$ cat src/sd_pkg.sv
`default_nettype none

package sd_pkg;

  // ----------------------------------------------------------------------
  // types
  // ----------------------------------------------------------------------

  typedef logic [7:0] byte_t;

  // one SD command as it goes out on MOSI, less the start and end bits
  typedef struct packed {
    logic [5:0]  index;
    logic [31:0] arg;
    byte_t       crc;
  } cmd_frame_t;

  // host read request, byte or block address depending on the card
  typedef struct packed {
    logic [31:0] addr;
  } rd_req_t;

  // ----------------------------------------------------------------------
  // protocol constants
  // ----------------------------------------------------------------------

  localparam int BLOCK_BYTES = 512;

  // command indices
  localparam logic [5:0] CMD_GO_IDLE       = 6'd0;
  localparam logic [5:0] CMD_SEND_IF_COND  = 6'd8;
  localparam logic [5:0] CMD_READ_SINGLE   = 6'd17;
  localparam logic [5:0] CMD_APP           = 6'd55;
  localparam logic [5:0] ACMD_SEND_OP_COND = 6'd41;

  // arguments
  localparam logic [31:0] ARG_IF_COND = 32'h0000_01AA;
  localparam logic [31:0] ARG_HCS     = 32'h4000_0000;

  // crc bytes, only CMD0 and CMD8 are checked by the card in SPI mode
  localparam byte_t CRC_CMD0 = 8'h95;
  localparam byte_t CRC_CMD8 = 8'h87;
  localparam byte_t CRC_NONE = 8'hFF;

  // R1 responses
  localparam byte_t R1_IDLE  = 8'h01;
  localparam byte_t R1_READY = 8'h00;

  localparam byte_t DATA_TOKEN = 8'hFE;
  localparam byte_t FILL_BYTE  = 8'hFF;

  // 10 bytes with cs high give 80 clocks, above the 74 the card asks for
  localparam int INIT_BYTES = 10;
  localparam int POLL_LIMIT = 16;

endpackage

`default_nettype wire

$ cat src/spi_byte_engine.sv
`default_nettype none

module spi_byte_engine import sd_pkg::*; #(
  parameter int divider = 5
) (
  input  wire logic  CLK,
  input  wire logic  RST,
  input  wire logic  xfer_stb,
  input  wire byte_t xfer_data,
  output logic       xfer_ready,
  output logic       rx_stb,
  output byte_t      rx_data,
  output logic       mosi,
  input  wire logic  miso,
  output logic       sclk
);

  localparam int CNT_W = (divider > 1) ? $clog2(divider) : 1;

  logic [CNT_W-1:0] tick_cnt;
  logic             tick;
  logic             busy;
  logic [2:0]       bit_cnt;
  byte_t            tx_sh;
  byte_t            rx_sh;

  // ----------------------------------------------------------------------
  // half-bit tick
  // ----------------------------------------------------------------------

  // free running, so a new byte waits up to one divider period for phase
  assign tick = (tick_cnt == CNT_W'(divider - 1));

  always_ff @(posedge CLK or posedge RST) begin
    if (RST) begin
      tick_cnt <= '0;
    end else if (tick) begin
      tick_cnt <= '0;
    end else begin
      tick_cnt <= tick_cnt + 1'b1;
    end
  end

  // ----------------------------------------------------------------------
  // mode 0 shifter
  // ----------------------------------------------------------------------

  assign xfer_ready = ~busy;
  // idle line stays high, which is also the fill byte
  assign mosi       = busy ? tx_sh[7] : 1'b1;
  assign rx_data    = rx_sh;

  always_ff @(posedge CLK or posedge RST) begin
    if (RST) begin
      busy    <= 1'b0;
      sclk    <= 1'b0;
      bit_cnt <= '0;
      rx_stb  <= 1'b0;
    end else begin
      rx_stb <= 1'b0;
      if (!busy) begin
        if (xfer_stb) begin
          busy    <= 1'b1;
          bit_cnt <= '0;
        end
      end else if (tick) begin
        if (!sclk) begin
          sclk <= 1'b1;
        end else begin
          // falling edge closes one bit
          sclk    <= 1'b0;
          bit_cnt <= bit_cnt + 1'b1;
          if (bit_cnt == 3'd7) begin
            busy   <= 1'b0;
            rx_stb <= 1'b1;
          end
        end
      end
    end
  end

  // sample on rising sclk, shift the next bit out on falling sclk
  always_ff @(posedge CLK) begin
    if (!busy && xfer_stb) begin
      tx_sh <= xfer_data;
    end else if (busy && tick && sclk) begin
      tx_sh <= {tx_sh[6:0], 1'b1};
    end
    if (busy && tick && !sclk) begin
      rx_sh <= {rx_sh[6:0], miso};
    end
  end

endmodule

`default_nettype wire

$ cat src/sd_sequencer.sv
`default_nettype none

module sd_sequencer import sd_pkg::*; #(
  parameter int retry_limit = 4
) (
  input  wire logic    CLK,
  input  wire logic    RST,
  input  wire logic    rd_stb,
  input  wire rd_req_t rd_req,
  output logic         ready,
  output logic         rd_ack,
  output logic         init_err,
  output logic         cs,
  output logic         xfer_stb,
  output byte_t        xfer_data,
  input  wire logic    xfer_ready,
  input  wire logic    rx_stb,
  input  wire byte_t   rx_data,
  output logic         push,
  output byte_t        push_data,
  input  wire logic    full
);

  localparam int RETRY_W = (retry_limit > 1) ? $clog2(retry_limit) : 1;

  typedef enum logic [3:0] {
    ST_PREAMBLE,
    ST_FRAME,
    ST_POLL,
    ST_R7,
    ST_TOKEN,
    ST_DATA,
    ST_CRC,
    ST_IDLE,
    ST_HALT
  } state_t;

  state_t             state;
  cmd_frame_t         frame;
  logic [9:0]         byte_cnt;
  logic [4:0]         poll_cnt;
  logic [RETRY_W-1:0] attempt_cnt;
  logic               pend;
  byte_t              r7_prev;
  byte_t              tx_byte;
  logic               can_issue;

  // 0x40|index, argument MSB first, crc
  function automatic byte_t frame_byte(cmd_frame_t f, logic [2:0] idx);
    case (idx)
      3'd0:    frame_byte = {2'b01, f.index};
      3'd1:    frame_byte = f.arg[31:24];
      3'd2:    frame_byte = f.arg[23:16];
      3'd3:    frame_byte = f.arg[15:8];
      3'd4:    frame_byte = f.arg[7:0];
      default: frame_byte = f.crc;
    endcase
  endfunction

  assign tx_byte = (state == ST_FRAME) ? frame_byte(frame, byte_cnt[2:0]) : FILL_BYTE;

  // one byte in flight at a time; the gap after a push lets full settle
  // before the next block byte is clocked
  assign can_issue = !pend && xfer_ready && !push &&
                     (state != ST_IDLE) && (state != ST_HALT) &&
                     !((state == ST_DATA) && full);

  always_ff @(posedge CLK or posedge RST) begin : fsm
    logic       fail;
    logic       start;
    cmd_frame_t cmd;
    if (RST) begin
      state       <= ST_PREAMBLE;
      frame       <= '0;
      byte_cnt    <= '0;
      poll_cnt    <= '0;
      attempt_cnt <= '0;
      pend        <= 1'b0;
      r7_prev     <= '0;
      cs          <= 1'b1;
      ready       <= 1'b0;
      rd_ack      <= 1'b0;
      init_err    <= 1'b0;
      xfer_stb    <= 1'b0;
      xfer_data   <= FILL_BYTE;
      push        <= 1'b0;
      push_data   <= '0;
    end else begin
      fail  = 1'b0;
      start = 1'b0;
      cmd   = frame;

      xfer_stb <= can_issue;
      push     <= 1'b0;
      rd_ack   <= 1'b0;
      if (can_issue) begin
        pend      <= 1'b1;
        xfer_data <= tx_byte;
      end else if (rx_stb) begin
        pend <= 1'b0;
      end

      case (state)
        ST_PREAMBLE: begin
          if (rx_stb) begin
            if (byte_cnt == 10'(INIT_BYTES - 1)) begin
              start = 1'b1;
              cmd   = '{index: CMD_GO_IDLE, arg: 32'h0, crc: CRC_CMD0};
            end else begin
              byte_cnt <= byte_cnt + 1'b1;
            end
          end
        end

        ST_FRAME: begin
          if (rx_stb) begin
            if (byte_cnt == 10'd5) begin
              poll_cnt <= '0;
              state    <= ST_POLL;
            end else begin
              byte_cnt <= byte_cnt + 1'b1;
            end
          end
        end

        // ----------------------------------------------------------------
        // response handling per command
        // ----------------------------------------------------------------
        ST_POLL: begin
          if (rx_stb) begin
            if (rx_data[7]) begin
              if (poll_cnt == 5'(POLL_LIMIT - 1)) begin
                fail = 1'b1;
              end else begin
                poll_cnt <= poll_cnt + 1'b1;
              end
            end else begin
              case (frame.index)
                CMD_GO_IDLE: begin
                  if (rx_data == R1_IDLE) begin
                    start = 1'b1;
                    cmd   = '{index: CMD_SEND_IF_COND, arg: ARG_IF_COND, crc: CRC_CMD8};
                  end else begin
                    fail = 1'b1;
                  end
                end
                CMD_SEND_IF_COND: begin
                  if (rx_data == R1_IDLE) begin
                    byte_cnt <= '0;
                    state    <= ST_R7;
                  end else begin
                    fail = 1'b1;
                  end
                end
                CMD_APP: begin
                  if (rx_data[7:1] == 7'd0) begin
                    start = 1'b1;
                    cmd   = '{index: ACMD_SEND_OP_COND, arg: ARG_HCS, crc: CRC_NONE};
                  end else begin
                    fail = 1'b1;
                  end
                end
                ACMD_SEND_OP_COND: begin
                  if (rx_data == R1_READY) begin
                    cs          <= 1'b1;
                    ready       <= 1'b1;
                    attempt_cnt <= '0;
                    state       <= ST_IDLE;
                  end else if (rx_data == R1_IDLE) begin
                    // card still busy so CMD55/ACMD41 goes round again
                    start = 1'b1;
                    cmd   = '{index: CMD_APP, arg: 32'h0, crc: CRC_NONE};
                  end else begin
                    fail = 1'b1;
                  end
                end
                default: begin
                  if (rx_data == R1_READY) begin
                    state <= ST_TOKEN;
                  end else begin
                    fail = 1'b1;
                  end
                end
              endcase
            end
          end
        end

        // trailing four R7 bytes with the voltage byte and echo pattern checked
        ST_R7: begin
          if (rx_stb) begin
            r7_prev <= rx_data;
            if (byte_cnt == 10'd3) begin
              if ({r7_prev, rx_data} == ARG_IF_COND[15:0]) begin
                start = 1'b1;
                cmd   = '{index: CMD_APP, arg: 32'h0, crc: CRC_NONE};
              end else begin
                fail = 1'b1;
              end
            end else begin
              byte_cnt <= byte_cnt + 1'b1;
            end
          end
        end

        // ----------------------------------------------------------------
        // block read
        // ----------------------------------------------------------------
        ST_TOKEN: begin
          if (rx_stb) begin
            if (rx_data == DATA_TOKEN) begin
              byte_cnt <= '0;
              state    <= ST_DATA;
            end else if (rx_data != FILL_BYTE) begin
              // error token
              fail = 1'b1;
            end
          end
        end

        ST_DATA: begin
          if (rx_stb) begin
            push      <= 1'b1;
            push_data <= rx_data;
            if (byte_cnt == 10'(BLOCK_BYTES - 1)) begin
              byte_cnt <= '0;
              state    <= ST_CRC;
            end else begin
              byte_cnt <= byte_cnt + 1'b1;
            end
          end
        end

        // data crc is clocked through and dropped
        ST_CRC: begin
          if (rx_stb) begin
            if (byte_cnt == 10'd1) begin
              cs     <= 1'b1;
              rd_ack <= 1'b1;
              ready  <= 1'b1;
              state  <= ST_IDLE;
            end else begin
              byte_cnt <= byte_cnt + 1'b1;
            end
          end
        end

        ST_IDLE: begin
          if (rd_stb) begin
            ready <= 1'b0;
            start = 1'b1;
            cmd   = '{index: CMD_READ_SINGLE, arg: rd_req.addr, crc: CRC_NONE};
          end
        end

        default: begin
          // halted until reset
        end
      endcase

      if (fail) begin
        cs       <= 1'b1;
        byte_cnt <= '0;
        if (attempt_cnt == RETRY_W'(retry_limit - 1)) begin
          init_err <= 1'b1;
          state    <= ST_HALT;
        end else begin
          attempt_cnt <= attempt_cnt + 1'b1;
          state       <= ST_PREAMBLE;
        end
      end else if (start) begin
        frame    <= cmd;
        byte_cnt <= '0;
        cs       <= 1'b0;
        state    <= ST_FRAME;
      end
    end
  end

endmodule

`default_nettype wire

$ cat src/byte_fifo.sv
`default_nettype none

module byte_fifo import sd_pkg::*; #(
  parameter int fifo_depth = 16
) (
  input  wire logic  CLK,
  input  wire logic  RST,
  input  wire logic  push,
  input  wire byte_t push_data,
  output logic       full,
  output logic       out_stb,
  output byte_t      out_data,
  input  wire logic  out_busy
);

  localparam int AW = (fifo_depth > 1) ? $clog2(fifo_depth) : 1;
  localparam int CW = $clog2(fifo_depth + 1);

  byte_t         mem [fifo_depth];
  logic [AW-1:0] wr_ptr;
  logic [AW-1:0] rd_ptr;
  logic [CW-1:0] count;
  logic          do_push;
  logic          do_pop;

  assign full    = (count == CW'(fifo_depth));
  assign do_push = push && !full;
  // sink busy holds everything in place
  assign do_pop  = (count != '0) && !out_busy;

  // ----------------------------------------------------------------------
  // pointers and fill level
  // ----------------------------------------------------------------------

  always_ff @(posedge CLK or posedge RST) begin
    if (RST) begin
      wr_ptr  <= '0;
      rd_ptr  <= '0;
      count   <= '0;
      out_stb <= 1'b0;
    end else begin
      out_stb <= do_pop;
      if (do_push) begin
        wr_ptr <= (wr_ptr == AW'(fifo_depth - 1)) ? '0 : wr_ptr + 1'b1;
      end
      if (do_pop) begin
        rd_ptr <= (rd_ptr == AW'(fifo_depth - 1)) ? '0 : rd_ptr + 1'b1;
      end
      case ({do_push, do_pop})
        2'b10:   count <= count + 1'b1;
        2'b01:   count <= count - 1'b1;
        default: count <= count;
      endcase
    end
  end

  // ----------------------------------------------------------------------
  // storage and registered output
  // ----------------------------------------------------------------------

  always_ff @(posedge CLK) begin
    if (do_push) begin
      mem[wr_ptr] <= push_data;
    end
    if (do_pop) begin
      out_data <= mem[rd_ptr];
    end
  end

endmodule

`default_nettype wire

$ cat src/sd_reader.sv
`default_nettype none

module sd_reader import sd_pkg::*; #(
  parameter int divider     = 5,
  parameter int fifo_depth  = 16,
  parameter int retry_limit = 4
) (
  input  wire logic    CLK,
  input  wire logic    RST,

  // host side
  input  wire logic    rd_stb,
  input  wire rd_req_t rd_req,
  output logic         ready,
  output logic         rd_ack,
  output logic         init_err,

  // byte stream to the sink
  output logic         out_stb,
  output byte_t        out_data,
  input  wire logic    out_busy,

  // card
  output logic         mosi,
  input  wire logic    miso,
  output logic         sclk,
  output logic         cs
);

  // sequencer to spi engine
  logic  xfer_stb;
  byte_t xfer_data;
  logic  xfer_ready;
  logic  rx_stb;
  byte_t rx_data;

  // sequencer to fifo
  logic  push;
  byte_t push_data;
  logic  full;

  spi_byte_engine #(
    .divider    (divider)
  ) u_spi (
    .CLK        (CLK),
    .RST        (RST),
    .xfer_stb   (xfer_stb),
    .xfer_data  (xfer_data),
    .xfer_ready (xfer_ready),
    .rx_stb     (rx_stb),
    .rx_data    (rx_data),
    .mosi       (mosi),
    .miso       (miso),
    .sclk       (sclk)
  );

  sd_sequencer #(
    .retry_limit (retry_limit)
  ) u_seq (
    .CLK         (CLK),
    .RST         (RST),
    .rd_stb      (rd_stb),
    .rd_req      (rd_req),
    .ready       (ready),
    .rd_ack      (rd_ack),
    .init_err    (init_err),
    .cs          (cs),
    .xfer_stb    (xfer_stb),
    .xfer_data   (xfer_data),
    .xfer_ready  (xfer_ready),
    .rx_stb      (rx_stb),
    .rx_data     (rx_data),
    .push        (push),
    .push_data   (push_data),
    .full        (full)
  );

  byte_fifo #(
    .fifo_depth (fifo_depth)
  ) u_fifo (
    .CLK        (CLK),
    .RST        (RST),
    .push       (push),
    .push_data  (push_data),
    .full       (full),
    .out_stb    (out_stb),
    .out_data   (out_data),
    .out_busy   (out_busy)
  );

endmodule

`default_nettype wire

$ cat config.mk
export PLATFORM = sky130hd
export DESIGN_NAME = sd_reader
export DESIGN_NICKNAME = d
export VERILOG_FILES = /design/src/sd_pkg.sv /design/src/spi_byte_engine.sv /design/src/sd_sequencer.sv /design/src/byte_fifo.sv /design/src/sd_reader.sv
export SDC_FILE = /design/constraint.sdc
export NUM_CORES = 1
export LEC_CHECK = 0
export ABC_AREA = 0
export BUFFER_PORTS_ARGS = -buffer_cell sky130_fd_sc_hd__buf_2
export CAP_MARGIN = 0
export CORE_MARGIN = 2
export CORE_UTILIZATION = 45
export CTS_CLUSTER_DIAMETER = 40
export DETAILED_ROUTE_END_ITERATION = 10
export PLACE_DENSITY_LB_ADDON = 0.05
export SYNTH_ARGS = -nofsm -noshare
export SYNTH_HDL_FRONTEND = slang
export SYNTH_HIERARCHICAL = 1
export SYNTH_SLANG_ARGS = --single-unit
$ cat constraint.sdc
create_clock -name CLK -period 3.7 [get_ports CLK]
set_input_delay 0.74 -clock CLK [delete_from_list [all_inputs] [get_ports CLK]]
set_output_delay 0.74 -clock CLK [all_outputs]
set_load 0.005 [all_outputs]
==> out/metrics.cfg <==
[floorplan]
dieArea_um2=28150
num_rows=59
die_x_um=167.8
die_h_um=167.8
num_io_pins=52
start_util=0.4606
coreArea_um2=26210

[finish]
layout-drive-gt1-share=0.2004
area_delta_synth_final_pct=15.19
fin_nets=1036
antennaDiodeCount=0

[yosys]
syn_inst=923
syn-num-nets=981
ys_async_sr_fraction=0.4307
yosysWarnings=6
syn_area_um2=12070
synth_area_per_cell_um2=13.08
yosys_most_used_dff=edfxtp_1
synth_edf_count=152
synth-seq-cells=267
synth_cell_types=82
ys_seq_area_frac=0.6175

[pwr]
finalPower_mw=7.737
ir_drop_mv=0.3206
power_density_nw_per_um2=556.5
p_leak_nw=5.039

[grt]
overflow=0
antenna_found_initial=0
grt_max_degree=72
track_usage=0.1994
grt_pass1_wl_mm=43.64
grt_pass1_vias=7763

[clock_network]
cts.htree.levels=2
cts_made_buffers=39
clock_path_buffers=3
cts_tree=built
ctsHoldBuffers=0
root_buffer=clkbuf_16
ctsResizeCount=0
postCtsSetupBuffers=0
path_clk_slew_ns=0.06
clk_latency_ns=0.51
cts_sinks=267

[sta]
hold_viol_final=0
rsz0062_at_grt=false
setup-violations-final=0
maxSlewHeadroom=0.3513
slew_violations=0
fin_setup_tns_ns=0
fmax_ghz=0.3224
finClkSkew_ns=0.01994
fin_crit_sh=0.8382
post-route-min-period_ns=3.101
worstMarginPinSlew_ns=0.9695
layout_setup_ws_ns=0.5985

[job]
cap_viol_max_count=0

[outcome]
status=complete, no violations

[critical_path]
critical_path_class=flip-flop to flip-flop
cp_data_required_time_ns=4.13
arrival_ns=3.53
r2r_cells=9
reg2reg_from=u_seq/state[3]
r2r-end=u_seq/byte_cnt[4]
cp-start-kind=flip-flop
crit_path_end_kind=flip-flop
crit_fanout=20
rrSetupSlack_ns=0.60
startpoint=u_seq/state[3]

[route]
drc=0
vias=7718
drt_iter0_drc=721
first_pass_iters=7
ant_nets=0
wl_per_cell_um=20.57
viasPerCell=5.747
wl_mm=27.63

[hold_path]
hold_class=input port to async pin

[placement]
place_ws_ns=0.6922
post-dp-hpwl_mm=18.55
gp_congestion=0.8993
port_buffers=51

-- stage by stage --
| step | std cells | cell area, µm² | util | hold slack, ns |
|---|---|---|---|---|
| final | 1343 | 13900 | 0.5305 | 0.2470 |
| after global routing | 1343 | 13900 | 0.5305 | 0.2834 |
| after CTS | 1343 | 13900 | 0.5305 | 0.2503 |
| after detailed placement | 1272 | 12620 | 0.4815 | 0.4533 |
| after global placement | 1272 | 12620 | 0.4815 | 0.4414 |
| after floorplan | 923 | 12070 | - | 0.4274 |
-- cells in the mapped netlist, types with 4 or more instances --
cell type  number  share of area
a22oi_1        17          0.011
a31oi_1        15         0.0078
nand3_1        19         0.0079
o21ai_1        12         0.0050
xnor2_1         8         0.0058
mux4_2         15          0.028
nor4_1          9         0.0047
buf_2          12         0.0050
dfstp_2         9          0.020
nand2b_1       17         0.0088
nand2_1       128          0.040
buf_6           4         0.0037
nor2b_1        14         0.0073
nor2_1         33          0.010
dfrtp_1       106           0.22
mux4_1         17          0.037
and3_1          8         0.0041
nand4_1         7         0.0036
buf_1           9         0.0028
o211ai_1        6         0.0037
mux2_2         24          0.022
o21ai_0        43          0.018
clkbuf_1       27         0.0084
edfxtp_1      152           0.38
a222oi_1        7         0.0058
ha_1           21          0.022
nor3_1         24          0.010
inv_1          24         0.0075
a22o_1          6         0.0044
mux2i_1         7         0.0058
a21oi_1        33          0.014
a21o_1         13         0.0081
and4_1          4         0.0029
-- flip-flops by register name, indices dropped and copies added, names as in the netlist, 5 cells and up --
name,flops
u_seq/frame,40
u_seq/poll_cnt,5
u_fifo/count,5
u_seq/byte_cnt,10
u_seq/xfer_data,8
u_spi/tx_sh,8
u_spi/rx_data,8
u_fifo/mem,128
u_fifo/out_data,8
u_seq/r7_prev,8
u_seq/push_data,8
-- power breakdown --
group	total [mW]	switching, mW	internal (mW)	leakage, nW
clock	3.57	1.33	2.25	0.616
sequential	3.47	0.228	3.24	2.60
combinational	0.693	0.316	0.377	1.82
total	7.74	1.87	5.86	5.04
-- cells in the final DEF, fill, tap and decap left out, types with 12 or more instances in the layout --
cell       synthesis  final
ha_1              21     21
buf_2             12     51
a22oi_1           17     17
nand2_1          128    128
nand2b_1          17     17
nor2_1            33     33
edfxtp_1         152    152
buf_4              1     18
inv_1             24     23
a31oi_1           15     15
mux4_2            15     15
clkbuf_16          0     41
mux2_2            24     24
o21ai_0           43     43
nor3_1            24     24
dfrtp_1          106    104
mux4_1            17     17
nand3_1           19     19
a21oi_1           33     33
o21ai_1           12     12
nor2b_1           14     14
a21o_1            13     13
-- worst max-delay path, stage by stage (launching register included) --
cell	delay, ns
dfrtp_1	0.57
buf_4	0.23
and4b_1	0.24
a32oi_1	0.26
a22oi_1	0.18
a211oi_4	0.23
buf_4	0.28
nor3b_2	0.66
a31oi_1	0.19
a31oi_1	0.18
-- how the worst max path moves through the flow --
stage	depth (start not counted)	end	slack [ns]
after CTS	8	u_seq/byte_cnt[2]	0.68
after floorplan	1	u_seq/attempt_cnt[0]	0.58
after detailed placement	8	u_seq/byte_cnt[2]	0.69
after global placement	8	u_seq/byte_cnt[2]	0.75
final	9	u_seq/byte_cnt[4]	0.60
after global routing	9	u_seq/byte_cnt[7]	0.42
-- cell type report --
| class | instances | area (µm²) |
|---|---|---|
| clock buffer | 51 | 1094 |
| clock inverter | 20 | 190.2 |
| fill | 2212 | 12300 |
| inverter | 24 | 92.59 |
| multi-input combinational | 577 | 4262 |
| sequential | 267 | 7456 |
| tap | 335 | 419.2 |
| timing repair buffer | 69 | 390.4 |
-- layer usage --
| metal | part of all wire | track usage | vias to the layer above |
|---|---|---|---|
| met4 | 0.021 | 0.06276 | 0 |
| met1 | 0.43 | 0.2633 | 3831 |
| met3 | 0.047 | 0.02962 | 50 |
| met2 | 0.50 | 0.3424 | 236 |
| li1 | - | - | 3601 |
| met5 | 0 | 0 | - |
-- kinds of logic after synthesis --
logic type	Yosys count	share of synthesized area
mux	67	0.09785
buf+inv	79	0.03006
compound gates	186	0.1040
fa+ha+maj	21	0.02177
xor+xnor	9	0.006531
flops	267	0.6175
simple gates	294	0.1223
(Power assumes the default switching activity.)
